<file path="src/zx_mem_pkg.sv">
`default_nettype none

package zx_mem_pkg;

	// ======================================================================
	// Flat memory map of the shared word memory
	// ======================================================================

	localparam int BYTE_ADDR_W   = 25;  // Byte address width
	localparam int WORD_BITS_DEF = 21;  // Word address bits actually stored

	// Region bases, all byte addresses
	localparam logic [BYTE_ADDR_W-1:0] RAM_BASE = 25'h000000; // Banks 0..7, 16 KB each
	localparam logic [BYTE_ADDR_W-1:0] ROM_BASE = 25'h140000; // 16 ROM slots of 16 KB
	localparam logic [BYTE_ADDR_W-1:0] GS_BASE  = 25'h200000; // General Sound region
	localparam logic [BYTE_ADDR_W-1:0] DL_BASE  = 25'h000000; // Download offset

	// One byte address, seen whole or as word plus byte lane
	typedef union packed {
		logic [BYTE_ADDR_W-1:0] byte_addr;
		struct packed {
			logic [BYTE_ADDR_W-2:0] word;
			logic                   lane;  // 1 selects the upper byte
		} w;
	} mem_addr_u;

endpackage

`default_nettype wire

</file>
<file path="src/cpu_mem_port.sv">
`default_nettype none
`timescale 1ns/1ns

module cpu_mem_port (
	input  wire                        clk_sys,
	input  wire                        reset,
	input  wire zx_mem_pkg::mem_addr_u ram_addr,
	input  wire                        ram_rd,
	input  wire                        ram_we,
	input  wire  [7:0]                 ram_din,
	input  wire                        dl_active,
	input  wire                        dl_wr,
	input  wire  [24:0]                dl_addr,
	input  wire  [7:0]                 dl_data,
	input  wire                        ack,
	input  wire  [15:0]                q,
	output logic                       req,
	output zx_mem_pkg::mem_addr_u      addr,
	output logic                       we,
	output logic [15:0]                din,
	output logic [1:0]                 ds,
	output logic [7:0]                 ram_dout,
	output logic                       ram_ready
);
	import zx_mem_pkg::*;

	mem_addr_u  src_addr;
	logic       src_rd;
	logic       src_we;
	logic [7:0] src_data;
	logic       rd_d1;
	logic       rd_d2;  // Extra delay lets the paged address settle
	logic       we_d;
	logic       new_req;

	// Download takes the port over and the CPU bus is ignored
	always_comb begin
		if (dl_active) begin
			src_addr.byte_addr = DL_BASE + dl_addr;
			src_rd             = 1'b0;
			src_we             = dl_wr;
			src_data           = dl_data;
		end else begin
			src_addr = ram_addr;
			src_rd   = ram_rd;
			src_we   = ram_we;
			src_data = ram_din;
		end
	end

	assign new_req = (rd_d1 & ~rd_d2) | (src_we & ~we_d);

	always_ff @(posedge clk_sys) begin
		if (reset) begin
			rd_d1 <= 1'b0;
			rd_d2 <= 1'b0;
			we_d  <= 1'b0;
			req   <= 1'b0;
		end else begin
			rd_d1 <= src_rd;
			rd_d2 <= rd_d1;
			we_d  <= src_we;
			if (new_req)
				req <= ~req;  // Toggle starts the access
		end
	end

	// Request payload, held until the next request
	always_ff @(posedge clk_sys) begin
		if (new_req) begin
			addr <= src_addr;
			we   <= src_we;
			din  <= {src_data, src_data};
			ds   <= src_we ? {src_addr.w.lane, ~src_addr.w.lane} : 2'b11;
		end
	end

	assign ram_dout  = addr.w.lane ? q[15:8] : q[7:0];
	assign ram_ready = (ack == req) & ~new_req;

endmodule

`default_nettype wire

</file>
<file path="config.mk">
export PLATFORM = sky130hd
export DESIGN_NAME = cpu_mem_port
export DESIGN_NICKNAME = d
export VERILOG_FILES = /design/src/zx_mem_pkg.sv /design/src/cpu_mem_port.sv
export SDC_FILE = /design/constraint.sdc
export NUM_CORES = 1
export LEC_CHECK = 0
export BUFFER_PORTS_ARGS = -buffer_cell sky130_fd_sc_hd__buf_2
export CAP_MARGIN = 20
export CORE_MARGIN = 2
export CORE_UTILIZATION = 39
export DETAILED_ROUTE_END_ITERATION = 8
export GPL_TIMING_DRIVEN = 0
export PLACE_DENSITY = 0.79
export RECOVER_POWER = 100
export SETUP_SLACK_MARGIN = 0.2
export SYNTH_ARGS = -nofsm -noshare
export SYNTH_HDL_FRONTEND = slang
export SYNTH_SLANG_ARGS = --single-unit
</file>
<file path="constraint.sdc">
create_clock -name clk_sys -period 5.3 [get_ports clk_sys]
set_clock_uncertainty 0.2 [all_clocks]
set_input_delay 0.265 -clock clk_sys [delete_from_list [all_inputs] [get_ports clk_sys]]
set_output_delay 0.265 -clock clk_sys [all_outputs]
set_load 0.01 [all_outputs]
</file>
==> qor.csv <==
metric,value,unit
Synth Warn #,0,
Initial Util,0.4118,
count of pins over their slew limit,0,
DP HPWL,3543,um
I/O Buffers,141,
final setup fails,0,
pin count of the biggest net entering global routing,20,
Total Neg Setup Slack,0,ns
vias per inst,4.637,
ratio of cells with drive above 1 in the final layout,0.5534,
Syn Inst Count,112,
Fmax,388.0,MHz
Hold Crit Class,in -> reg,
area grow syn2layout,44.12,%
register area share after synthesis,0.6387,
Psw,0.1792,mW
Vias,1456,
full die area,5224,um^2
outcome,"complete, no violations",
WP data arrival,2.28,ns
Netlist cell types,21,
Final Non-Filler Cells,314,
CTS root buf,clkbuf_8,
crit-path max FO,19,
Pint,0.5381,mW
"Clk pin slew, worst setup/hold paths",0.07,ns
DRT antenna net count,0,
Antenna diodes,0,
Synth Register Bits,40,
"Avg Cell Area, Syn",16.23,um^2
Boundary Pins,143,
Worst Tran Pin Value,1.039,ns
CP startpoint kind,primary input,
H-Tree Depth,2,
Clock Sinks,40,
TritonCTS Buffers,5,
DR DRC count,0,
latest clock arrival within the worst-skew pair,0.28,ns
pwr/cell area,273.8,nW/um^2
MaxCap Viol Count,0,
antenna violations before repair,0,
RSZ-0062 raised after global routing,false,
vias in the first global route,1463,
Final Hold Viols,0,
kind of critical path,in -> reg,
DR iter-0 viols,41,
dpl cell area,2628,um^2
switching power share of the total,0.2498,
Max VDD drop,0.1753,mV
"commonest cells after routing, fill and taps aside","buf_2 (91), clkbuf_1 (56), mux2_2 (40)",
synthesized area,1818,um^2
First-pass DRT Iterations,4,
Post-Layout Inst Area,2620,um^2
total congestion overflow,0,
CTS max path bufs,2,
final net count,351,
static leakage,1.097,nW
CTS tree,yes,
gpl congestion,0.7501,
"commonest non-fill, non-tap cell in the layout",buf_2,
CP Capture Type,flop,
"Req. time, crit path",5.00,ns
num rows,24,
combinational power share,0.202,
WL/cell,14.12,um
chip height,72.28,um
Cell Count Post-Placement,306,
die width,72.28,um
total nets after synthesis,201,
GRT Total Usage,0.1627,
Core Region,4414,um^2
"Gates resized, CTS repair",0,
power share of the sequential group,0.543,
Worst slew margin,0.3070,
first-pass GRT wire length,6423,um
Clock power frac,0.255,
period utilization,0.4863,
Detailed Route WL,4434,um
minimum clock period,2.577,ns
-- per-layer routing --
| layer | up-vias | global-route usage | wire, um |
|---|---|---|---|
| li1 | 709 | - | - |
| met1 | 644 | 0.1541 | 1576 |
| met2 | 92 | 0.3201 | 2307 |
| met3 | 11 | 0.04583 | 454 |
| met4 | 0 | 0.06918 | 96 |
| met5 | - | 0 | 0 |
-- worst paths after layout --
check	start	to	slack [ns]	depth (start not counted)
worst min register to register	rd_d1$_SDFF_PP0_	rd_d2$_SDFF_PP0_	0.29	1
worst max-delay path	dl_active	din[14]$_DFFE_PP_	2.72	4
worst max register to register	we_d$_SDFF_PP0_	din[14]$_DFFE_PP_	3.02	2
worst min-delay path	ram_rd	rd_d1$_SDFF_PP0_	0.04	2
-- metrics by stage --
step	hold slack, ns	util	worst slack (ns)	power, mW
5_1_grt	0.04155	0.5935	2.496	0.7528
2_1_floorplan	0.1366	-	1.277	0.4747
3_3_place_gp	0.2667	0.5865	0.1902	0.5479
3_5_place_dp	0.2753	0.5952	3.316	0.5561
4_1_cts	0.03214	0.6148	3.292	0.7396
6_report	0.03896	0.5935	2.723	0.7173
-- cell families after synthesis --
family          Yosys count  share of synthesized area
compound gates            2                   0.006194
buf+inv                  15                    0.05161
simple gates             12                    0.03924
mux                      42                     0.2595
flops                    40                     0.6387
xor+xnor                  1                   0.004818
-- layout make-up --
class | count | area [um^2]
inverters | 2 | 7.507
flip-flops and latches | 40 | 1161
clock buffers | 5 | 68.82
fillers | 390 | 1794
multi-input cells | 57 | 574.3
clock inverters | 2 | 7.507
well taps | 52 | 65.06
repair buffers | 143 | 656.9
plain buffers | 13 | 78.83
-- critical path: stages --
cell	delay [ns]
clkbuf_1	0.36
mux2i_1	0.27
o21ai_4	0.54
clkbuf_1	0.84
-- cells in the mapped netlist --
cell type,n,share of area
mux2i_1,1,0.0055
a31oi_1,1,0.0034
nor2_1,2,0.0041
buf_2,3,0.0083
nor2b_1,1,0.0034
dfxtp_1,4,0.044
and2_1,1,0.0034
nand2b_1,2,0.0069
nor3b_1,1,0.0041
buf_4,9,0.037
or4_1,1,0.0041
nand4_1,1,0.0034
mux2_2,41,0.25
o21ai_0,1,0.0028
nor4b_1,1,0.0048
clkbuf_1,1,0.0021
nand2_1,1,0.0021
xor2_1,1,0.0048
edfxtp_1,36,0.59
inv_1,2,0.0041
nand3_1,1,0.0028
-- what timing repair did --
action / 4_1_cts / 5_1_grt
setup buffers: 0 / 0
hold buffers: 1 / 0
hold endpoints to repair: 2 / 0
-- registers in the layout (all words and copies together), names as in the netlist --
name   count
req        1
ds         2
addr      25
din        8
rd_d2      1
we_d       1
we         1
rd_d1      1
-- power groups by stage --
stage	clock [mW]	combinational, mW	sequential, mW
6_report	0.183	0.145	0.390
5_1_grt	0.202	0.158	0.393
4_1_cts	0.189	0.161	0.389
3_5_place_dp	0	0.160	0.396
3_3_place_gp	0	0.150	0.398
2_1_floorplan	0	0.0626	0.412
Note: power is estimated with default switching activity, not from simulation.
