## config.mk

```make
export PLATFORM = sky130hd
export DESIGN_NAME = gs_mem_port
export DESIGN_NICKNAME = d
export VERILOG_FILES = /design/src/zx_mem_pkg.sv /design/src/zx_io_pkg.sv /design/src/gs_mem_port.sv
export SDC_FILE = /design/constraint.sdc
export NUM_CORES = 1
export LEC_CHECK = 0
export BUFFER_PORTS_ARGS = -buffer_cell sky130_fd_sc_hd__buf_4
export CAP_MARGIN = 20
export CORE_AREA = 3 3 72 60
export CTS_BUF_LIST = sky130_fd_sc_hd__clkbuf_4 sky130_fd_sc_hd__clkbuf_8
export CTS_CLUSTER_DIAMETER = 200
export DETAILED_ROUTE_END_ITERATION = 16
export DIE_AREA = 0 0 75 63
export PLACE_DENSITY = 0.83
export SLEW_MARGIN = 15
export SYNTH_ARGS = -nofsm -noshare
export SYNTH_HDL_FRONTEND = slang
export SYNTH_SLANG_ARGS = --single-unit
```

## constraint.sdc

```tcl
create_clock -name clk_sys -period 5.8 [get_ports clk_sys]
set_clock_uncertainty 0.1 [all_clocks]
set_input_delay 0.87 -clock clk_sys [delete_from_list [all_inputs] [get_ports clk_sys]]
set_output_delay 0.87 -clock clk_sys [all_outputs]
set_load 0.05 [all_outputs]
```

## src/zx_mem_pkg.sv

```systemverilog
`default_nettype none

package zx_mem_pkg;

	// ======================================================================
	// Flat memory map of the shared word memory
	// ======================================================================

	localparam int BYTE_ADDR_W   = 25;  // Byte address width
	localparam int WORD_BITS_DEF = 21;  // Word address bits actually stored

	// Region bases, all byte addresses
	localparam logic [BYTE_ADDR_W-1:0] RAM_BASE = 25'h000000; // Banks 0..7, 16 KB each
	localparam logic [BYTE_ADDR_W-1:0] ROM_BASE = 25'h140000; // 16 ROM slots of 16 KB
	localparam logic [BYTE_ADDR_W-1:0] GS_BASE  = 25'h200000; // General Sound region
	localparam logic [BYTE_ADDR_W-1:0] DL_BASE  = 25'h000000; // Download offset

	// One byte address, seen whole or as word plus byte lane
	typedef union packed {
		logic [BYTE_ADDR_W-1:0] byte_addr;
		struct packed {
			logic [BYTE_ADDR_W-2:0] word;
			logic                   lane;  // 1 selects the upper byte
		} w;
	} mem_addr_u;

endpackage

`default_nettype wire

```

## src/zx_io_pkg.sv

```systemverilog
`default_nettype none

package zx_io_pkg;

	// Machine models
	localparam logic [1:0] MODEL_128 = 2'd0;
	localparam logic [1:0] MODEL_48  = 2'd1;
	localparam logic [1:0] MODEL_P3  = 2'd2;

	// GS memory size select
	localparam logic [1:0] GS_SIZE_512K  = 2'd0;
	localparam logic [1:0] GS_SIZE_1M    = 2'd1;
	localparam logic [1:0] GS_SIZE_2M    = 2'd2;
	localparam logic [1:0] GS_SIZE_2M_UP = 2'd3;  // Same as 2M

	// 7FFD, partial decode; the +3 also needs A14 high
	function automatic logic port_7ffd_hit(input logic [15:0] a, input logic plus3);
		return ~a[15] & ~a[1] & (a[14] | ~plus3);
	endfunction

	// 1FFD exists on the +3 only
	function automatic logic port_1ffd_hit(input logic [15:0] a, input logic plus3);
		return plus3 & a[12] & ~a[15] & ~a[14] & ~a[13] & ~a[1];
	endfunction

endpackage

`default_nettype wire

```

## src/gs_mem_port.sv

```systemverilog
`default_nettype none
`timescale 1ns/1ns

module gs_mem_port (
	input  wire                   clk_sys,
	input  wire                   reset,
	input  wire  [20:0]           gs_addr,
	input  wire  [7:0]            gs_din,
	input  wire                   gs_rd,
	input  wire                   gs_wr,
	input  wire  [1:0]            gs_size,
	input  wire                   ack,
	input  wire  [15:0]           q,
	output logic                  req,
	output zx_mem_pkg::mem_addr_u addr,
	output logic                  we,
	output logic [15:0]           din,
	output logic [1:0]            ds,
	output logic [7:0]            gs_dout,
	output logic                  gs_ready
);
	import zx_mem_pkg::*;
	import zx_io_pkg::*;

	mem_addr_u  next_addr;
	logic       rd_d;
	logic       wr_d;
	logic       new_req;
	logic       issue;
	logic       rd_valid;  // q holds the word at addr
	logic       lane_sel;
	logic [7:0] mask;

	assign next_addr.byte_addr = GS_BASE + {4'd0, gs_addr};

	assign new_req = (gs_rd & ~rd_d) | (gs_wr & ~wr_d);

	// A read of the held word needs no memory access
	assign issue = gs_wr | ~rd_valid | (next_addr.w.word != addr.w.word);

	always_ff @(posedge clk_sys) begin
		if (reset) begin
			rd_d     <= 1'b0;
			wr_d     <= 1'b0;
			req      <= 1'b0;
			rd_valid <= 1'b0;
		end else begin
			rd_d <= gs_rd;
			wr_d <= gs_wr;
			if (new_req & issue) begin
				req      <= ~req;
				rd_valid <= ~gs_wr;  // A write spoils the held word
			end
		end
	end

	always_ff @(posedge clk_sys) begin
		if (new_req) begin
			addr <= next_addr;  // Lane moves even on reuse
			if (issue) begin
				we  <= gs_wr;
				din <= {gs_din, gs_din};
				ds  <= gs_wr ? {next_addr.w.lane, ~next_addr.w.lane} : 2'b11;
			end
		end
	end

	// ======================================================================
	// Read data and size mask
	// ======================================================================

	// New lane is needed at once when a reused read keeps ready high
	assign lane_sel = new_req ? next_addr.w.lane : addr.w.lane;

	always_comb begin
		case (gs_size)
			GS_SIZE_512K:              mask = (gs_addr[20:19] != 2'b00) ? 8'hFF : 8'h00;
			GS_SIZE_1M:                mask = gs_addr[20] ? 8'hFF : 8'h00;
			GS_SIZE_2M, GS_SIZE_2M_UP: mask = 8'h00;
		endcase
	end

	assign gs_dout  = (lane_sel ? q[15:8] : q[7:0]) | mask;
	assign gs_ready = (ack == req) & ~(new_req & issue);

endmodule

`default_nettype wire

```

==> flow_summary.yaml <==
yosys:
  ys_types: 26
  synth.area.top_cells: "edfxtp_1 (59%), xnor2_1 (9.1%), buf_4 (5.5%)"
  netlist_area_um2: 1630
  synth_top_area_cell: "edfxtp_1"
  synth_flop_cell: "edfxtp_1"
  netlist_instances: 114
  yosysMostFrequentCell: "edfxtp_1"
  yosysWarnings: 0
  ys_async_sr_fraction: 0
  ys_ff_latch: 36
  seq_area_frac_synth: 0.639
  yosys-top-cells-count: "edfxtp_1 (32), xnor2_1 (17), buf_4 (12), nand2_1 (10), mux2i_1 (8)"
  synth-edff-count: 32
  syn_avg_cell_area_um2: 14.3
  synth.top_cell.area_share: 0.589
drt:
  ant_nets: 0
  wirelength_um: 3570
  wire_per_inst_um: 13.9
  remaining_drc_errors: 0
  dr.first_iter.drc_count: 61
  num_vias: 1193
  first_pass_iters: 4
  post_drt_via_cell_ratio: 4.64
clock_tree:
  htree_levels: 2
  cts_root_buffer: "clkbuf_8"
  cts_buffers: 5
  cts_resized: 0
  clk_latency_ns: 0.29
  cts_tree: "built"
  path_clk_slew_ns: 0.07
  postCtsHoldBufs: 0
  clockBufferDepth: 2
  post_cts_buffers: 0
  tritoncts_num_sinks: 36
setup_path:
  crit_fanout: 27
  rr_worst_depth: 2
  path_buf_inv: 3
  crit_top_cell: "buf_4"
  critPathSlowestCell: "o22ai_4"
  path_class: "in -> out"
  slowest_delay_ns: 0.69
  critical_path_required_ns: 4.83
  critical_path.top_delay_family: "multiplexers"
  arrival_ns: 2.82
  cp.depth: 7
  cp-start-kind: "primary input"
  cp-end-kind: "output port"
  worstPathCellList: "buf_4, inv_2, o22ai_4, mux2i_4, mux2i_1, nand2_1, buf_4"
sta:
  drv_slew: 0
  post-route-min-period_ns: 3.79
  tightest_slew_ns: 0.927
  fin_setup_tns_ns: 0
  setup_violations: 0
  grt_setup_unrepaired: "false"
  finalHoldViolCount: 0
  min_period_over_period: 0.653
  fmax_mhz: 264
  max_slew_margin: 0.382
  hold_ws_ns: 0.406
global_route:
  grt_pass1_wl_um: 5440
  grt_usage: 0.154
  antenna_found_initial: 0
  grt_max_degree: 28
  grt_remaining_overflow: 0
  grt_pass1_vias: 1187
floorplanning:
  num_io_pins: 106
  rows: 20
  start_util: 0.437
  dieWidth_um: 75
  die_h_um: 63
  die_area_um2: 4730
  coreArea_um2: 3730
layout:
  area_growth_pct: 51.6
  nNetsFinal: 264
  fin_cells: 257
  drive_gt1_frac: 0.540
  diodes: 0
power:
  power_frac_comb: 0.299
  switching_share: 0.329
  power.leakage_nw: 1.08
  total_power_mw: 0.765
  p_per_area_nw_per_um2: 309
  pwr-share-clk: 0.283
  p_int_mw: 0.513
  max-vdd-ir-drop_uv: 170
  p_sw_mw: 0.252
  p_seq_frac: 0.418
placement:
  hpwlAfterDp_um: 2880
  portBuffers: 101
  place_inst: 249
  gp_congestion: 0.704
hold_path:
  hold_class: "reg -> reg"
  whs_path_depth: 2
job:
  maxCapViolCount: 0
outcome:
  status: "completed"
## state kept, by name (all words and copies together), names as in the netlist
| name | flops |
|---|---|
| din | 8 |
| wr_d | 1 |
| we | 1 |
| req | 1 |
| addr | 21 |
| rd_d | 1 |
| ds | 2 |
| rd_valid | 1 |
## metrics by stage
step                instance area (µm²)  utilization  worst slack [ns]
global route                       2470        0.663              1.80
global placement                   2360        0.633              2.01
finish                             2470        0.663              2.01
CTS                                2470        0.663              1.99
detailed placement                 2360        0.633              2.01
floorplan                          1640            -              2.32
## final timing paths
kind	from	endpoint	slack, ns
worst max-delay path	gs_wr	gs_dout[2]	2.01
worst min-delay path	rd_valid	rd_valid	0.41
worst max register to register	rd_d	din[13]	3.66
worst min register to register	rd_valid	rd_valid	0.41
## power groups by stage
stage | Combinational, mW | Sequential [mW] | Clock [mW]
5_1_grt | 0.240 | 0.322 | 0.236
4_1_cts | 0.231 | 0.320 | 0.225
2_1_floorplan | 0.0937 | 0.387 | 0
3_3_place_gp | 0.229 | 0.325 | 0
6_report | 0.229 | 0.319 | 0.217
3_5_place_dp | 0.231 | 0.325 | 0
## worst reg2reg max path, stage by stage (launching register included)
cell and delay (ns):
dfxtp_1 0.33, o22ai_4 0.69, a21boi_2 0.66
## area by class of cell
class	count	area, µm²
inverter	2	7.51
clock inverter	3	42.5
timing repair buffer	101	758
fill	273	1260
clock buffer	5	68.8
tap	44	55.1
sequential	36	1040
multi-input combinational	66	499
## placed cells by master, fill, tap and decap left out, drive strengths merged, types with 2 or more instances in the layout
cell and count:
mux2i 9, conb 4, inv 2, xor2 4
dfxtp 4, nor4 2, nand4 4, xnor2 17
buf 101, nand2 10, clkbuf 5, edfxtp 32
nor2 5
## per-layer routing
metal | track usage | part of all wire
met4 | 0.0911 | 0.028
met5 | 0 | 0
met1 | 0.174 | 0.39
met3 | 0.0466 | 0.091
met2 | 0.249 | 0.49
## kinds of logic after synthesis
family	synth area share
DFF	0.639
muxes	0.0629
and+or+nand+nor	0.0821
AOI/OAI and AO/OA	0.0391
buffers and inverters	0.0599
other	0.00461
xor gates and xnor gates	0.113
No activity file was read; power rests on OpenSTA's default activity.
