<file path="src/zx_mem_pkg.sv">
`default_nettype none

package zx_mem_pkg;

	// ======================================================================
	// Flat memory map of the shared word memory
	// ======================================================================

	localparam int BYTE_ADDR_W   = 25;  // Byte address width
	localparam int WORD_BITS_DEF = 21;  // Word address bits actually stored

	// Region bases, all byte addresses
	localparam logic [BYTE_ADDR_W-1:0] RAM_BASE = 25'h000000; // Banks 0..7, 16 KB each
	localparam logic [BYTE_ADDR_W-1:0] ROM_BASE = 25'h140000; // 16 ROM slots of 16 KB
	localparam logic [BYTE_ADDR_W-1:0] GS_BASE  = 25'h200000; // General Sound region
	localparam logic [BYTE_ADDR_W-1:0] DL_BASE  = 25'h000000; // Download offset

	// One byte address, seen whole or as word plus byte lane
	typedef union packed {
		logic [BYTE_ADDR_W-1:0] byte_addr;
		struct packed {
			logic [BYTE_ADDR_W-2:0] word;
			logic                   lane;  // 1 selects the upper byte
		} w;
	} mem_addr_u;

endpackage

`default_nettype wire

</file>
<file path="src/zx_io_pkg.sv">
`default_nettype none

package zx_io_pkg;

	// Machine models
	localparam logic [1:0] MODEL_128 = 2'd0;
	localparam logic [1:0] MODEL_48  = 2'd1;
	localparam logic [1:0] MODEL_P3  = 2'd2;

	// GS memory size select
	localparam logic [1:0] GS_SIZE_512K  = 2'd0;
	localparam logic [1:0] GS_SIZE_1M    = 2'd1;
	localparam logic [1:0] GS_SIZE_2M    = 2'd2;
	localparam logic [1:0] GS_SIZE_2M_UP = 2'd3;  // Same as 2M

	// 7FFD, partial decode; the +3 also needs A14 high
	function automatic logic port_7ffd_hit(input logic [15:0] a, input logic plus3);
		return ~a[15] & ~a[1] & (a[14] | ~plus3);
	endfunction

	// 1FFD exists on the +3 only
	function automatic logic port_1ffd_hit(input logic [15:0] a, input logic plus3);
		return plus3 & a[12] & ~a[15] & ~a[14] & ~a[13] & ~a[1];
	endfunction

endpackage

`default_nettype wire

</file>
<file path="src/zx_paging.sv">
`default_nettype none
`timescale 1ns/1ns

module zx_paging (
	input  wire                   clk_sys,
	input  wire                   reset,
	input  wire  [15:0]           cpu_addr,
	input  wire  [7:0]            cpu_dout,
	input  wire                   cpu_mreq,
	input  wire                   cpu_iorq,
	input  wire                   cpu_rd,
	input  wire                   cpu_wr,
	input  wire  [1:0]            model,
	output zx_mem_pkg::mem_addr_u ram_addr,
	output logic                  ram_rd,
	output logic                  ram_we,
	output logic [7:0]            ram_din
);
	import zx_mem_pkg::*;
	import zx_io_pkg::*;

	logic [1:0]      model_q;         // Model sampled during reset
	logic [7:0]      page_reg;        // 7FFD
	logic [7:0]      page_reg_plus3;  // 1FFD
	logic            io_wr_d;
	logic            io_wr;
	logic            io_wr_rise;
	logic            is48;
	logic            plus3;
	logic            page_lock;
	logic            page_special;
	logic [3:0]      rom_slot;
	logic [3:0][2:0] special_set;
	logic [2:0]      bank;

	assign is48         = (model_q == MODEL_48);
	assign plus3        = (model_q == MODEL_P3);
	assign page_lock    = is48 | page_reg[5];  // 48K never pages
	assign page_special = page_reg_plus3[0];   // +3 all-RAM mode

	// ======================================================================
	// Page registers
	// ======================================================================

	assign io_wr      = cpu_iorq & cpu_wr;
	assign io_wr_rise = io_wr & ~io_wr_d;

	always_ff @(posedge clk_sys) begin
		if (reset) begin
			io_wr_d        <= 1'b0;
			model_q        <= (model == 2'd3) ? MODEL_128 : model;
			page_reg       <= 8'h00;
			page_reg_plus3 <= 8'h00;
		end else begin
			io_wr_d <= io_wr;
			if (io_wr_rise & ~page_lock) begin
				if (port_7ffd_hit(cpu_addr, plus3))
					page_reg <= cpu_dout;
				else if (port_1ffd_hit(cpu_addr, plus3))
					page_reg_plus3 <= cpu_dout;
			end
		end
	end

	// ======================================================================
	// CPU address to flat byte address
	// ======================================================================

	always_comb begin
		case (model_q)
			MODEL_48: rom_slot = 4'd15;
			MODEL_P3: rom_slot = {2'b10, page_reg_plus3[2], page_reg[4]};
			default:  rom_slot = {3'b011, page_reg[4]};  // 128K ROM 0 or 1
		endcase
	end

	// Special mode bank sets, slot 0 in the low element
	always_comb begin
		case (page_reg_plus3[2:1])
			2'd0:    special_set = {3'd3, 3'd2, 3'd1, 3'd0};
			2'd1:    special_set = {3'd7, 3'd6, 3'd5, 3'd4};
			2'd2:    special_set = {3'd3, 3'd6, 3'd5, 3'd4};
			default: special_set = {3'd3, 3'd6, 3'd7, 3'd4};
		endcase
	end

	always_comb begin
		bank = special_set[cpu_addr[15:14]];
		if (!page_special) begin
			case (cpu_addr[15:14])
				2'd1:    bank = 3'd5;
				2'd2:    bank = 3'd2;
				default: bank = page_reg[2:0];  // Slot 0 goes to ROM below
			endcase
		end
		if (!page_special && cpu_addr[15:14] == 2'd0)
			ram_addr.byte_addr = ROM_BASE + {7'd0, rom_slot, cpu_addr[13:0]};
		else
			ram_addr.byte_addr = RAM_BASE + {8'd0, bank, cpu_addr[13:0]};
	end

	assign ram_rd  = cpu_mreq & cpu_rd;
	// ROM area is read only outside special mode
	assign ram_we  = cpu_mreq & cpu_wr & (page_special | cpu_addr[15] | cpu_addr[14]);
	assign ram_din = cpu_dout;

endmodule

`default_nettype wire

</file>
<file path="config.mk">
export PLATFORM = sky130hd
export DESIGN_NAME = zx_paging
export DESIGN_NICKNAME = d
export VERILOG_FILES = /design/src/zx_mem_pkg.sv /design/src/zx_io_pkg.sv /design/src/zx_paging.sv
export SDC_FILE = /design/constraint.sdc
export NUM_CORES = 1
export LEC_CHECK = 0
export BUFFER_PORTS_ARGS = -buffer_cell sky130_fd_sc_hd__buf_2
export CELL_PAD_IN_SITES_DETAIL_PLACEMENT = 1
export CELL_PAD_IN_SITES_GLOBAL_PLACEMENT = 1
export CORE_ASPECT_RATIO = 0.9
export CORE_MARGIN = 1
export CORE_UTILIZATION = 27
export CTS_CLUSTER_SIZE = 16
export DETAILED_ROUTE_END_ITERATION = 10
export PLACE_DENSITY = 0.84
export RECOVER_POWER = 25
export SETUP_SLACK_MARGIN = 0.2
export SYNTH_ARGS = -nofsm -noshare
export SYNTH_HDL_FRONTEND = slang
export SYNTH_SLANG_ARGS = --single-unit
</file>
<file path="constraint.sdc">
create_clock -name clk_sys -period 2 [get_ports clk_sys]
set_input_delay 0.4 -clock clk_sys [delete_from_list [all_inputs] [get_ports clk_sys]]
set_output_delay 0.4 -clock clk_sys [all_outputs]
set_load 0.01 [all_outputs]
</file>
==> run_results.csv <==
group,metric,value,unit
outcome,outcome,"finished clean",
sta,slew_viol_final,0,
floorplanning,boundaryPins,67,
routing,drt_wl_total,2186,um
layout,syn2layout_area_growth,18.60,%
synth,asyncSetResetFlopFracSynth,0,
setup_path,endpoint_kind,"primary output",
synth,yosysTopAreaCell,"buf_4",
global_routing,grt_usage,0.1278,
routing,vias,758,
setup_path,timing.rr.end,"page_reg_plus3[2]$_SDFFE_PP0P_",
floorplanning,fp-row-count,19,
power,p_comb_frac,0.254,
setup_path,cp_slowest_cell,"edfxtp_1",
power,powerDensity,560.4,mW/mm2
synth,yosysWarnings,0,
setup_path,crit_buf_inv,2,
synth,yosysUniqueCellTypes,28,
global_routing,grtUsageMet3,0.01181,
floorplanning,core_area,0.003162,mm2
sta,rsz0062_at_grt,"yes",
clocking,htreeDepth,1,
synth,ys.flop_type,"dfxtp_1",
layout,finalInstanceArea,0.001101,mm2
clocking,clk_path_buf_depth,2,
routing,drt_iter0_drc,26,
global_routing,busiest_layer,"met2",
synth,ys_seq_area_frac,0.2588,
setup_path,critical_path_class,"flop to primary output",
floorplanning,die_w,63.81,um
synth,synth_top_area_share,0.2264,
setup_path,rr_startpoint,"model_q[0]$_SDFFCE_PN0P_",
global_routing,grt_pass1_vias,821,
power,p_sw,0.1650,mW
setup_path,arrival,1.55,ns
floorplanning,initial_core_util,0.2936,
synth,yosys-top-cells-area,"buf_4 23%, dfxtp_1 19%, nand2b_1 8.8%",
setup_path,cp-endpoint,"ram_addr[14]",
setup_path,crit_path_start_kind,"flop",
layout,final_cell_mix,"32 x buf_2, 12 x nand2b_1, 9 x dfxtp_1, 8 x buf_4, 7 x mux2i_1",
power,p_clk_frac,0.362,
power,p_sw_frac,0.2674,
placed_design,placed_area,984.7,um2
placed_design,gp_congestion,0.8315,
sta,fmax,511.9,MHz
layout,drive_above_1_share,0.4560,
synth,ys_ff_latch,11,
layout,mostFrequentLayoutCell,"buf_2",
layout,antenna_cells,0,
setup_path,ff2ff_path_depth,5,
routing,antenna_left,0,
setup_path,startpoint,"model_q[0]$_SDFFCE_PN0P_",
setup_path,crit_required,1.60,ns
layout,largest_reg_flops,5,
sta,fin_crit_sh,0.9767,
global_routing,antenna_found_initial,0,
global_routing,grt-ovfl-total,0,
setup_path,cp.depth,6,
power,p_leak,0.5006,nW
sta,finalHoldViolCount,0,
power,internal-power,0.4521,mW
power,ir_drop,0.0003151,V
clocking,cts_tree,"yes",
setup_path,cp_cell_sequence,"inv_2, ha_4, nand2b_4, and3_4, o31ai_2, buf_2",
global_routing,grt_max_degree,16,
clocking,cts-buffers-inserted,3,
placed_design,hpwl,1773,um
layout,nNetsFinal,163,
floorplanning,dieHeight,57.63,um
clocking,postCtsHoldBufs,0,
routing,drc,0,
placed_design,io_buffer_count,33,
sta,clock_skew,0.0004130,ns
routing,via_per_inst,4.539,
synth,synth_edf_count,2,
sta,setup_viol,0,
routing,wl_per_cell,13.09,um
clocking,cts.clk_slew.worst_paths,0.05,ns
routing,first_pass_iters,3,
synth,synthesis.instances,107,
synth,synthesis.area,928.4,um2
sta,fin_crit,1.953,ns
power,power_frac_seq,0.383,
clocking,cts_sinks,11,
clocking,cts_root_buf,"clkbuf_8",
setup_path,r2r_slack,0.43,ns
layout,fillers,390,
min_path,min_path_type,"input port to flop",
global_routing,grt_pass1_wl,3594,um
floorplanning,dieArea,0.003677,mm2
synth,avgSynthCellArea,8.677,um2
setup_path,crit_fanout,4,
global_routing,grt_util_met2,0.2523,
job,maxCapViolCount,0,
min_path,whs_path_depth,3,
global_routing,gr-usage-met1,0.1262,
clocking,worstSkewPairLatency,0.24,ns
setup_path,path_delay_family,"flip-flops",
setup_path,critPathMaxStageDelay,0.40,ns
power,finalPower,0.6171,mW
-- cell families after synthesis --
logic type               synth area share
AO/OA/AOI/OAI                     0.09164
AND/OR/NAND/NOR                    0.2237
other                            0.004039
flip-flops                         0.2588
buffers and inverters              0.2668
adder cells (fa/ha/maj)           0.06739
multiplexers                      0.08760
-- metal layers --
| layer | part of all wire | vias to the layer above |
|---|---|---|
| met1 | 0.37 | 362 |
| met5 | 0 | - |
| met4 | 0.031 | 0 |
| met2 | 0.57 | 26 |
| li1 | - | 363 |
| met3 | 0.032 | 7 |
-- final cells by class --
type | instances | area, um2 | share of cell area
Timing Repair Buffer | 41 | 224.0 | 0.2034
Sequential cell | 11 | 240.2 | 0.2182
Multi-Input combinational cell | 64 | 520.5 | 0.4727
Tap cell | 42 | 52.55 | 0.04773
Clock buffer | 4 | 45.04 | 0.04091
Inverter | 5 | 18.77 | 0.01705
-- repair_timing --
| action | CTS | global route |
|---|---|---|
| pin swaps | 3 | 4 |
| buffers inserted | 1 | 0 |
| gates resized for setup | 10 | 5 |
| endpoints found under the setup margin | 3 | 3 |
-- synth_stat cells, types with 2 or more instances --
| library cell | count |
|---|---|
| buf_4 | 28 |
| nand2b_1 | 13 |
| dfxtp_1 | 9 |
| mux2i_1 | 7 |
| ha_1 | 5 |
| inv_1 | 5 |
| and3_1 | 4 |
| nor2b_1 | 4 |
| o21ai_0 | 4 |
| nand2_1 | 3 |
| nor2_1 | 3 |
| a211oi_1 | 2 |
| clkbuf_1 | 2 |
| edfxtp_1 | 2 |
| nand3_1 | 2 |
| o31ai_1 | 2 |
-- tightest hold or removal path, delay by kind of cell --
kind          cells  cell delay (ns)
buf+inv           1             0.10
simple gates      2             0.12
-- stage by stage --
stage | TNS, ns | worst slack, ns | hold WS [ns] | instances | utilization
2_1_floorplan | 0 | 0.2393 | 0.4325 | 111 | -
3_3_place_gp | -0.005877 | -0.005877 | 0.4524 | 162 | 0.3114
3_5_place_dp | -0.06465 | -0.06465 | 0.4600 | 162 | 0.3114
4_1_cts | 0 | 0.01029 | 0.4267 | 167 | 0.3427
5_1_grt | -0.001349 | -0.001349 | 0.4260 | 167 | 0.3482
6_report | 0 | 0.04661 | 0.4240 | 167 | 0.3482
-- power groups by stage --
stage               logic (mW)  clock network, mW  registers (mW)
CTS                      0.150              0.231           0.237
detailed placement       0.131                  0           0.240
global placement         0.125                  0           0.240
floorplan                0.114                  0           0.239
global route             0.172              0.244           0.237
finish                   0.157              0.224           0.237
-- worst min-delay path by stage --
| stage | slack (ns) | to | startpoint |
|---|---|---|---|
| 3_5_place_dp | 0.46 | page_reg[5]$_SDFFE_PP0P_ | page_reg[5]$_SDFFE_PP0P_ |
| 5_1_grt | 0.43 | io_wr_d$_SDFF_PP0_ | cpu_iorq |
| 4_1_cts | 0.43 | io_wr_d$_SDFF_PP0_ | cpu_iorq |
| 6_report | 0.42 | io_wr_d$_SDFF_PP0_ | cpu_iorq |
| 2_1_floorplan | 0.43 | page_reg[5]$_SDFFE_PP0P_ | page_reg[5]$_SDFFE_PP0P_ |
| 3_3_place_gp | 0.45 | page_reg[5]$_SDFFE_PP0P_ | page_reg[5]$_SDFFE_PP0P_ |
Power figures use the tool's default switching activity.
