**src/zx_mem_pkg.sv**
```systemverilog
`default_nettype none

package zx_mem_pkg;

	// ======================================================================
	// Flat memory map of the shared word memory
	// ======================================================================

	localparam int BYTE_ADDR_W   = 25;  // Byte address width
	localparam int WORD_BITS_DEF = 21;  // Word address bits actually stored

	// Region bases, all byte addresses
	localparam logic [BYTE_ADDR_W-1:0] RAM_BASE = 25'h000000; // Banks 0..7, 16 KB each
	localparam logic [BYTE_ADDR_W-1:0] ROM_BASE = 25'h140000; // 16 ROM slots of 16 KB
	localparam logic [BYTE_ADDR_W-1:0] GS_BASE  = 25'h200000; // General Sound region
	localparam logic [BYTE_ADDR_W-1:0] DL_BASE  = 25'h000000; // Download offset

	// One byte address, seen whole or as word plus byte lane
	typedef union packed {
		logic [BYTE_ADDR_W-1:0] byte_addr;
		struct packed {
			logic [BYTE_ADDR_W-2:0] word;
			logic                   lane;  // 1 selects the upper byte
		} w;
	} mem_addr_u;

endpackage

`default_nettype wire

```
**src/mem_arbiter.sv**
```systemverilog
`default_nettype none
`timescale 1ns/1ns

module mem_arbiter (
	input  wire                        clk_sys,
	input  wire                        reset,
	input  wire                        a_req,
	input  wire zx_mem_pkg::mem_addr_u a_addr,
	input  wire                        a_we,
	input  wire  [15:0]                a_din,
	input  wire  [1:0]                 a_ds,
	output logic                       a_ack,
	output logic [15:0]                a_q,
	input  wire                        b_req,
	input  wire zx_mem_pkg::mem_addr_u b_addr,
	input  wire                        b_we,
	input  wire  [15:0]                b_din,
	input  wire  [1:0]                 b_ds,
	output logic                       b_ack,
	output logic [15:0]                b_q,
	input  wire  [15:0]                mem_q,
	output logic                       mem_en,
	output logic                       mem_we,
	output logic [23:0]                mem_addr,
	output logic [15:0]                mem_d,
	output logic [1:0]                 mem_ds
);

	localparam logic       ST_IDLE  = 1'b0;
	localparam logic       ST_BUSY  = 1'b1;
	localparam logic [1:0] READ_LAT = 2'd2;  // Word memory read latency

	logic       state;
	logic       grant_b;  // Port b is being served
	logic [1:0] lat_cnt;
	logic       a_pend;
	logic       b_pend;
	logic       done;

	assign a_pend = (a_req != a_ack);
	assign b_pend = (b_req != b_ack);
	assign done   = (state == ST_BUSY) && (lat_cnt == READ_LAT);

	// ======================================================================
	// Grant FSM, port a (CPU) first
	// ======================================================================

	always_ff @(posedge clk_sys) begin
		if (reset) begin
			state   <= ST_IDLE;
			grant_b <= 1'b0;
			lat_cnt <= 2'd0;
			mem_en  <= 1'b0;
			a_ack   <= 1'b0;
			b_ack   <= 1'b0;
		end else begin
			mem_en <= 1'b0;  // One-cycle strobe
			case (state)
				ST_IDLE: begin
					if (a_pend | b_pend) begin
						grant_b <= ~a_pend;
						lat_cnt <= 2'd0;
						mem_en  <= 1'b1;
						state   <= ST_BUSY;
					end
				end
				default: begin
					lat_cnt <= lat_cnt + 2'd1;
					if (done) begin
						state <= ST_IDLE;
						if (grant_b)
							b_ack <= b_req;
						else
							a_ack <= a_req;
					end
				end
			endcase
		end
	end

	// Memory command and per-port read words
	always_ff @(posedge clk_sys) begin
		if (state == ST_IDLE && (a_pend | b_pend)) begin
			mem_we   <= a_pend ? a_we : b_we;
			mem_addr <= a_pend ? a_addr.w.word : b_addr.w.word;
			mem_d    <= a_pend ? a_din : b_din;
			mem_ds   <= a_pend ? a_ds : b_ds;
		end
		if (done) begin
			if (grant_b)
				b_q <= mem_q;
			else
				a_q <= mem_q;
		end
	end

endmodule

`default_nettype wire

```
**config.mk**
```make
export PLATFORM = sky130hd
export DESIGN_NAME = mem_arbiter
export DESIGN_NICKNAME = d
export VERILOG_FILES = /design/src/zx_mem_pkg.sv /design/src/mem_arbiter.sv
export SDC_FILE = /design/constraint.sdc
export NUM_CORES = 1
export LEC_CHECK = 0
export BUFFER_PORTS_ARGS = -buffer_cell sky130_fd_sc_hd__buf_2
export CAP_MARGIN = 20
export CORE_MARGIN = 4
export CORE_UTILIZATION = 39
export DETAILED_ROUTE_END_ITERATION = 7
export PLACE_DENSITY = 0.72
export SLEW_MARGIN = 20
export SYNTH_ARGS = -nofsm -noshare
export SYNTH_HDL_FRONTEND = slang
export SYNTH_SLANG_ARGS = --single-unit
```
**constraint.sdc**
```tcl
create_clock -name clk_sys -period 3.2 [get_ports clk_sys]
set_input_delay 0.16 -clock clk_sys [delete_from_list [all_inputs] [get_ports clk_sys]]
set_output_delay 0.16 -clock clk_sys [all_outputs]
set_load 0.01 [all_outputs]
```
==> results of run 1 <==
## state kept, by name, indices dropped and copies added, names as in the netlist, 2 cells and up
register and count:
mem_d 16, mem_ds 2, lat_cnt 2, mem_addr 24
b_q 16, a_q 16
## cell type report
class	instances	area, sq um
Clock inverter	6	43.8
Tap cell	102	128
Multi-Input combinational cell	154	678
Timing Repair Buffer	203	1110
Fill cell	643	3250
Inverter	2	7.51
Sequential cell	82	2390
Clock buffer	9	124
## routing by layer
metal  share of wire (%)  vias up  global-route usage, %  wire [um]
met2                  54      100                   29.6       4070
met4                 2.6        0                   6.37        198
met1                  37     1100                   17.1       2800
li1                    -     1240                      -          -
met3                 6.8       16                   5.10        514
met5                   0        -                      0          0
## synthesized netlist by cell type (2+ instances only)
library cell / n
nand2_1: 131
edfxtp_1: 75
buf_2: 7
dfxtp_1: 7
nor2_1: 4
a21oi_1: 3
inv_1: 2
## repair_timing
item                                    CTS  global route
resized for setup                         0             0
hold endpoints to repair                 31             0
hold buffers                             16             0
endpoints found under the setup margin    0             0
## per-stage QoR
stage	area [sq um]	setup WS, ns	hold slack (ns)
CTS	4480	1.45	0.0542
global placement	4150	1.50	0.347
floorplan	3090	0.0747	0.259
global route	4480	1.33	0.0643
detailed placement	4150	1.47	0.351
finish	4480	1.48	0.0805
## worst reg2reg max path, stage by stage (launching register included)
cell     delay (ns)
dfxtp_1        0.52
xor2_4         0.18
nor2_1         0.11
nor2_4         0.09
buf_4          0.45
## power groups by stage
stage / clock network, uW / registers, uW / logic (uW)
finish: 635 / 1260 / 275
global route: 718 / 1270 / 308
CTS: 661 / 1260 / 281
detailed placement: 0 / 1280 / 264
global placement: 0 / 1280 / 259
floorplan: 0 / 1320 / 86.0
## layout by cell type, fill, tap and decap left out, types with 2 or more instances in the layout
cell           synthesis  final
a21oi_1                3      3
buf_2                  7    183
buf_4                  0      4
clkbuf_8               0      9
clkinv_2               0      2
clkinv_4               0      2
dfxtp_1                7      7
dlygate4sd3_1          0     16
edfxtp_1              75     75
inv_1                  2      2
nand2_1              131    131
nor2_1                 4      3
## worst max-delay path by stage
| stage | startpoint | cells past startpoint | to |
|---|---|---|---|
| final | a_ack$_SDFFE_PP0P_ | 4 | mem_addr[18]$_DFFE_PP_ |
| after global routing | lat_cnt[0]$_SDFFE_PP0P_ | 5 | b_ack$_SDFFE_PP0P_ |
| after CTS | a_ack$_SDFFE_PP0P_ | 4 | mem_addr[13]$_DFFE_PP_ |
| after detailed placement | a_ack$_SDFFE_PP0P_ | 4 | mem_d[8]$_DFFE_PP_ |
| after global placement | a_ack$_SDFFE_PP0P_ | 4 | mem_addr[1]$_DFFE_PP_ |
| after floorplan | a_ack$_SDFFE_PP0P_ | 3 | mem_addr[0]$_DFFE_PP_ |
## cells by family after synthesis
kind of cell	after synthesis	share of synthesized area [%]
mux	1	0.324
simple gates	142	17.9
flops	82	77.3
xor+xnor	3	1.09
compound gates	7	1.37
buf+inv	11	1.62
fa+ha+maj	1	0.404
==> results.toml, run 1 <==
[worst_setup_path]
critPathTopFamily = "flip-flops"
critPathKind = "reg2reg"
critical_path.cell_chain = "xor2_4 > nor2_1 > nor2_4 > buf_4"
cp_max_fo = 43
critPathCaptureType = "register"
crit_required_ns = 3.17
cpPeakStageDelay_ns = 0.52
crit_slowest_cell = "dfxtp_1"
cp.arrival_ns = 1.69
rr_worst_depth = 4
start_kind = "register"
path_buf_inv = 1
crit-reg2reg-launch = "a_ack$_SDFFE_PP0P_"
r2r-end = "mem_addr[18]$_DFFE_PP_"
reg2reg_slack_ns = 1.48

[synth]
synth_cell_types = 25
yosysTopAreaCellShare_pct = 72.8
synth_flop_cell = "edfxtp_1"
ys_seq_area_share_pct = 77.3
ys_seq_elements = 82
syn_area_sq_mm = 0.00309
avgSynthCellArea_sq_um = 12.5
synthesis.nets = 356
yosysWarnings = 0
async_flop_share_pct = 0
yosys.area.top_type = "edfxtp_1"
postSynthCellCount = 247
synth_top_cells_by_area = "edfxtp_1 (73%), nand2_1 (16%), dfxtp_1 (4.5%)"
synth_edf_count = 75

[floorplan]
num_io_pins = 186
rows = 32
initial_core_util_pct = 40.0
core_sq_mm = 0.00773
dieArea_sq_mm = 0.00942
die_width_um = 97.1
die_y_um = 97.1

[power_and_ir_drop]
p_switching_uw = 523
p_total_uw = 2170
p_leak_uw = 0.00212
swShare_pct = 24.1
peakVddDrop_v = 0.000229
pwr-share-comb_pct = 12.7
seqPwrFrac_pct = 58.1
power_frac_clock_pct = 29.3
power_density_mw_per_mm2 = 484
intPower_uw = 1650

[hold_path]
whs_endpoint = "mem_d[5]$_DFFE_PP_"
hold_depth = 3
min_from = "b_din[5]"
min_path_type = "in2reg"

[clocking]
post_cts_buffers = 0
clkTransAtPathRegs_ns = 0.08
cts_root_buffer = "clkbuf_8"
cts_buffers = 9
tritoncts = "yes"
cts.sinks = 82
clk_latency_ns = 0.34
h-tree-depth = 3
clk_path_buf_depth = 2

[timing]
tightest_slew_ns = 0.815
post-route-min-period_ns = 1.72
finalClockSkew_ns = 0.00804
period_share_pct = 53.9
fmax_mhz = 580
hold_viol = 0
finalSetupViolCount = 0
grt_setup_unrepaired = "false"
slew_headroom_pct = 45.7
final_max_slew_viol_count = 0
setup-tns-final_ns = 0

[run_status]
status = "finished clean"

[global_routing]
grt_pass1_wl_um = 12100
grt_usage_pct = 16.1
grt_antenna_before_repair = 0
grt_overflow = 0
grt_pass1_vias = 2490
grt_max_degree = 46

[drt]
ant_nets = 0
via_per_inst = 4.40
vias = 2456
dr.pass1.iters = 4
drcViolationCount = 0
drtIter0Drc = 70
wire_per_inst_um = 13.6
drt_wl_total_um = 7590

[place]
io_buffers = 183
gp_congestion = 0.778
dp_cells = 527
dp_hpwl_um = 5570

[finish]
finalNetCount = 561
diodes = 0
area_growth_pct = 44.8
instances_no_fill = 558
drive_above_1_share_pct = 45.2
final_util_pct = 58.0

[flow_run]
drv_cap = 0
Note: power is estimated with default switching activity, not from simulation.
==> inputs of run 2 (changes only) <==
--- a/config.mk
+++ b/config.mk
@@ -5,6 +5,7 @@
 export SDC_FILE = /design/constraint.sdc
 export NUM_CORES = 1
 export LEC_CHECK = 0
+export ABC_AREA = 1
 export BUFFER_PORTS_ARGS = -buffer_cell sky130_fd_sc_hd__buf_2
 export CAP_MARGIN = 20
 export CORE_MARGIN = 4
==> constraint.sdc (replaced) <==
create_clock -name clk_sys -period 1.47 [get_ports clk_sys]
set_input_delay 0.0735 -clock clk_sys [delete_from_list [all_inputs] [get_ports clk_sys]]
set_output_delay 0.0735 -clock clk_sys [all_outputs]
set_load 0.01 [all_outputs]
==> run 2 against run 1 <==
Worst setup slack worse by 1.3 ns; clock-buffer cell count unchanged; wire length up 11%; fmax up 31%; via count up 11%; sequential share of layout area down 4.4 points; final cell count up 8.1%; critical path depth up 3; total power up 120%; clock skew down 0.0018 ns; register-to-register slack worse by 1.3 ns; utilization up 4.3 points; critical endpoint is now b_q[11]$_DFFE_PP_; largest cell class unchanged.
==> results.toml, run 2 <==
[floorplan]
core_sq_mm = 0.00785
die_y_um = 98.6
initial_core_util_pct = 40.8
die_width_um = 98.6
rows = 32
dieArea_sq_mm = 0.00971
num_io_pins = 186

[global_routing]
grt_antenna_before_repair = 0
grt_pass1_wl_um = 13400
grt_usage_pct = 17.3
grt_pass1_vias = 2838
grt_max_degree = 44
grt_overflow = 0

[power_and_ir_drop]
power_density_mw_per_mm2 = 983
peakVddDrop_v = 0.000467
p_total_uw = 4800
p_leak_uw = 0.00230

[clocking]
cts_root_buffer = "clkbuf_8"
cts_buffers = 9
h-tree-depth = 3
clkTransAtPathRegs_ns = 0.08
cts.sinks = 82
cts_resized = 0
tritoncts = "yes"
clk_path_buf_depth = 2
clk_latency_ns = 0.33

[finish]
diodes = 0
top_register = "mem_addr"
largest_reg_flops = 24
mostFrequentLayoutCells = "buf_2 (183), nand2_1 (93), edfxtp_1 (75), nand3_1 (45), dlygate4sd3_1 (45)"
seqCellArea_sq_mm = 0.00239
drive_above_1_share_pct = 42.3
fillers = 640
finalNetCount = 605
layout_commonest_cell = "buf_2"
multi_input_area_sq_um = 676
area_growth_pct = 52.8

[drt]
drcViolationCount = 0
dr.pass1.iters = 4
vias = 2735
ant_nets = 0
wire_per_inst_um = 14.0
drt_wl_total_um = 8410
via_per_inst = 4.54
drtIter0Drc = 103

[worst_setup_path]
critPathKind = "reg2reg"
crit_required_ns = 1.56
rr_worst_depth = 7
critPathCaptureType = "register"
crit_slowest_cell = "dfxtp_1"
critical_path.cell_chain = "inv_1 > ha_1 > nand2_1 > inv_1 > nand2_1 > inv_1 > buf_12"
start_kind = "register"
cp_max_fo = 16
cp.arrival_ns = 1.40
cpPeakStageDelay_ns = 0.35
r2r-end = "b_q[11]$_DFFE_PP_"
reg2reg_slack_ns = 0.16
crit-reg2reg-launch = "lat_cnt[0]$_SDFFE_PP0P_"
cp_common_cell = "inv_1"

[synth]
synth_edf_count = 75
netlist_top_cells_count = "nand2_1 (93), edfxtp_1 (75), nand3_1 (45), inv_1 (10), dfxtp_1 (7)"
yosys.area.top_type = "edfxtp_1"
synth_flop_cell = "edfxtp_1"
synth_cell_types = 17
yosysWarnings = 0
ys_seq_elements = 82
ys_seq_area_share_pct = 74.8
avgSynthCellArea_sq_um = 12.2
synth_most_common_cell = "nand2_1"
synthesis.nets = 371
postSynthCellCount = 262
yosysTopAreaCellShare_pct = 70.4
async_flop_share_pct = 0
synth_top_cells_by_area = "edfxtp_1 (70%), nand2_1 (11%), nand3_1 (7.0%)"
syn_area_sq_mm = 0.00320

[hold_path]
min_from = "b_din[1]"
whs_endpoint = "mem_d[1]$_DFFE_PP_"
min_path_type = "in2reg"
hold_depth = 3

[timing]
slew_headroom_pct = 69.8
final_max_slew_viol_count = 0
hold_viol = 0
setup-tns-final_ns = 0
post-route-min-period_ns = 1.31
period_share_pct = 89.3
hold_slack_ns = 0.0139
finalClockSkew_ns = 0.00625
grt_setup_unrepaired = "false"
finalSetupViolCount = 0
fmax_mhz = 762
tightest_slew_ns = 0.453

[flow_run]
drv_cap = 0

[place]
io_buffers = 183
gp_congestion = 0.764
dp_hpwl_um = 5980

[run_status]
status = "finished clean"
[run 2: cell types whose count changed after synthesis, moves of 2 or more]
cell,before,now
nand3_1,0,45
nand2_1,131,93
inv_1,2,10
buf_6,0,5
buf_2,7,4
clkbuf_1,1,4
nand2_2,0,3
o21ai_0,1,3
[run 2: critical path, delay by kind of cell (launching register included)]
kind,cells,cell delay [ns]
buf+inv,4,0.33
simple gates,2,0.21
flops,1,0.35
fa+ha+maj,1,0.19
[run 2: how the worst max path moves through the flow]
| stage | to | from | depth (start not counted) |
|---|---|---|---|
| 2_1_floorplan | mem_addr[0]$_DFFE_PP_ | a_ack$_SDFFE_PP0P_ | 6 |
| 3_3_place_gp | b_q[15]$_DFFE_PP_ | lat_cnt[0]$_SDFFE_PP0P_ | 7 |
| 3_5_place_dp | mem_addr[10]$_DFFE_PP_ | b_ack$_SDFFE_PP0P_ | 7 |
| 4_1_cts | mem_addr[4]$_DFFE_PP_ | b_ack$_SDFFE_PP0P_ | 7 |
| 5_1_grt | b_q[11]$_DFFE_PP_ | lat_cnt[1]$_SDFFE_PP0P_ | 6 |
| 6_report | b_q[11]$_DFFE_PP_ | lat_cnt[0]$_SDFFE_PP0P_ | 7 |
[run 2: layout make-up]
| cell class | count | share of cell area (%) |
|---|---|---|
| inverters | 11 | 0.896 |
| well taps | 102 | 2.61 |
| repair buffers | 236 | 30.2 |
| clock buffers | 9 | 2.54 |
| clock inverters | 7 | 0.948 |
| multi-input cells | 156 | 13.8 |
| flip-flops and latches | 82 | 49.0 |
[run 2: layer usage]
layer  vias to the layer above  share of wire, %  GRT usage [%]
met5                         -                 0              0
met4                         0               2.4           7.25
met3                        17               6.4           3.96
met2                       100                57           34.3
met1                      1244                34           16.8
li1                       1374                 -              -
[run 2: per-stage QoR]
stage	std cells	util [%]	setup slack (ns)	area [sq um]
2_1_floorplan	262	-	0.0189	3200
3_3_place_gp	542	54.4	0.199	4270
3_5_place_dp	542	54.4	0.160	4270
4_1_cts	600	61.9	0.147	4860
5_1_grt	603	62.3	0.0443	4890
6_report	603	62.3	0.158	4890
[run 2: cells by family after synthesis]
group	after synthesis	share of synthesized area [%]
and+or+nand+nor	147	19.4
DFF	82	74.8
buffers and inverters	24	4.15
AOI/OAI and AO/OA	8	1.25
adders and majority gates	1	0.391
[run 2: report_power, final]
part	leakage [uW]	internal, uW	switching, uW
Sequential	0.000767	2710	32.9
Combinational	0.00145	345	351
Clock	0.0000810	606	764
Total	0.00230	3660	1150
[run 2: repair_timing]
item / 4_1_cts / 5_1_grt
hold buffers: 42 / 3
endpoints found under the hold margin: 59 / 3
setup buffers: 0 / 0
==> inputs of run 3 (changes only) <==
--- a/config.mk
+++ b/config.mk
@@ -9,9 +9,11 @@
 export BUFFER_PORTS_ARGS = -buffer_cell sky130_fd_sc_hd__buf_2
 export CAP_MARGIN = 20
 export CORE_MARGIN = 4
-export CORE_UTILIZATION = 39
+export CORE_UTILIZATION = 41
+export CTS_BUF_LIST = sky130_fd_sc_hd__clkbuf_4 sky130_fd_sc_hd__clkbuf_8
 export DETAILED_ROUTE_END_ITERATION = 7
-export PLACE_DENSITY = 0.72
+export GPL_TIMING_DRIVEN = 0
+export PLACE_DENSITY = 0.75
 export SLEW_MARGIN = 20
 export SYNTH_ARGS = -nofsm -noshare
 export SYNTH_HDL_FRONTEND = slang
==> run 3 against run 2 <==
Combinational power is 6.9% higher; wire length is 9.8% higher; via count is 4.0% higher; clock power is 5% higher; first-iteration DRC count is 23% lower; clock-buffer cell count stayed put; sequential power hardly changed; utilization is 5.5 points higher; worst setup slack worse by 0.036 ns; global-route usage is 2.0 points higher; total power is 2.5% higher; sequential share of layout area is 1.3 points lower; largest cell class unchanged.
==> results.toml, run 3 (same netlist as run 2, synthesis figures left out) <==
[timing]
post-route-min-period_ns = 1.35
tightest_slew_ns = 0.435
fmax_mhz = 742
hold_viol = 0
grt_setup_unrepaired = "false"
setup-tns-final_ns = 0
finalClockSkew_ns = 0.00865
hold_slack_ns = 0.00849
finalSetupViolCount = 0
final_max_slew_viol_count = 0
slew_headroom_pct = 71.0
period_share_pct = 91.7
worst_slack_ns = 0.122

[floorplan]
core_sq_mm = 0.00741
dieArea_sq_mm = 0.00928
rows = 31
num_io_pins = 186
initial_core_util_pct = 43.2
die_width_um = 96.3
die_y_um = 96.3

[power_and_ir_drop]
peakVddDrop_v = 0.000509
p_leak_uw = 0.00235
power_density_mw_per_mm2 = 982

[finish]
mostFrequentLayoutCells = "buf_2 (187), nand2_1 (90), edfxtp_1 (75), dlygate4sd3_1 (48), nand3_1 (45)"
layout_commonest_cell = "buf_2"
largest_reg_flops = 24
seqCellArea_sq_mm = 0.00239
multi_input_area_sq_um = 698
finalNetCount = 618
area_growth_pct = 56.9
top_register = "mem_addr"
fillers = 549
diodes = 0
drive_above_1_share_pct = 43.2

[worst_setup_path]
crit-reg2reg-launch = "a_ack$_SDFFE_PP0P_"
start_kind = "register"
crit_start = "a_ack$_SDFFE_PP0P_"
cp_common_cell = "nand2_4"
cp_max_fo = 11
critical_path.cell_chain = "inv_1 > nand2_4 > nand2_2 > nand2_1 > nand2_4 > bufinv_16"
endpoint = "mem_d[13]$_DFFE_PP_"
critPathKind = "reg2reg"
critPathCaptureType = "register"
cp.arrival_ns = 1.40
r2r-end = "mem_d[13]$_DFFE_PP_"
cpPeakStageDelay_ns = 0.36
cp.depth = 6
crit_slowest_cell = "dfxtp_2"
crit_required_ns = 1.53
critPathTopFamily = "simple AND/OR/NAND/NOR gates"
reg2reg_slack_ns = 0.12
rr_worst_depth = 6
path_buf_inv = 2

[clocking]
cts_root_buffer = "clkbuf_8"
clk_latency_ns = 0.34
h-tree-depth = 3
clk_path_buf_depth = 2
clkTransAtPathRegs_ns = 0.09
cts.sinks = 82
tritoncts = "yes"
cts_buffers = 9

[global_routing]
grt_pass1_vias = 2823
grt_usage_pct = 19.2
grt_max_degree = 23
grt_overflow = 0
grt_antenna_before_repair = 0
grt_pass1_wl_um = 13100

[drt]
drcViolationCount = 0
wire_per_inst_um = 15.1
dr.pass1.iters = 6
ant_nets = 0
drtIter0Drc = 79
drt_wl_total_um = 9240
vias = 2844
via_per_inst = 4.64

[hold_path]
min_path_type = "in2reg"

[flow_run]
drv_cap = 0

[place]
gp_congestion = 0.836
dp_slack_ns = -0.260
io_buffers = 183
dp_hpwl_um = 6170

[run_status]
status = "finished clean"
[run 3: through the flow]
stage / std cells / utilization, % / power [uW] / instance area [sq um]
after global routing: 613 / 67.7 / 5150 / 5020
after floorplan: 262 / - / 3080 / 3200
after global placement: 544 / 57.3 / 3370 / 4240
after CTS: 610 / 67.1 / 4950 / 4970
after detailed placement: 544 / 57.3 / 3400 / 4240
final: 613 / 67.7 / 4930 / 5020
[run 3: where the power goes]
group	switching (uW)	internal, uW	total, uW
clock network	818	622	1440
registers	36.5	2710	2740
logic	376	369	744
total	1230	3700	4930
[run 3: worst min path at each step]
| stage | startpoint | endpoint | slack, ns | cells after the start |
|---|---|---|---|---|
| 6_report | b_addr[11] | mem_addr[10]$_DFFE_PP_ | 0.008 | 3 |
| 5_1_grt | b_addr[19] | mem_addr[18]$_DFFE_PP_ | 0.004 | 3 |
| 4_1_cts | b_addr[24] | mem_addr[23]$_DFFE_PP_ | 0.0002 | 3 |
| 3_5_place_dp | mem_q[4] | a_q[4]$_DFFE_PP_ | 0.27 | 1 |
| 3_3_place_gp | mem_q[4] | a_q[4]$_DFFE_PP_ | 0.26 | 1 |
| 2_1_floorplan | reset | lat_cnt[1]$_SDFFE_PP0P_ | 0.14 | 1 |
[run 3: area by class of cell]
class                           count  share of cell area (%)
Inverter                           11                    1.42
Tap cell                           99                    2.47
Buffer                             13                    1.82
Clock buffer                        9                    2.47
Timing Repair Buffer              234                    28.8
Timing Repair inverter              2                   0.349
Clock inverter                      7                    1.07
Sequential cell                    82                    47.7
Multi-Input combinational cell    156                    13.9
[run 3: worst reg2reg max path, cell delays in order, from the launching register on]
cell	delay (ns)
dfxtp_2	0.36
inv_1	0.07
nand2_4	0.11
nand2_2	0.07
nand2_1	0.10
nand2_4	0.11
bufinv_16	0.24
[run 3: repair_timing]
action	in CTS	in global routing
pin swaps	0	1
hold endpoints to repair	64	1
resized for setup	8	4
cloned	2	0
hold buffers	47	1
setup buffers	1	2
endpoints found under the setup margin	77	66
[run 3: routing by layer]
| layer | share of wire, % | track usage [%] |
|---|---|---|
| met1 | 35 | 19.3 |
| met2 | 55 | 36.6 |
| met3 | 6.7 | 4.53 |
| met4 | 2.7 | 9.46 |
| met5 | 0 | 0 |
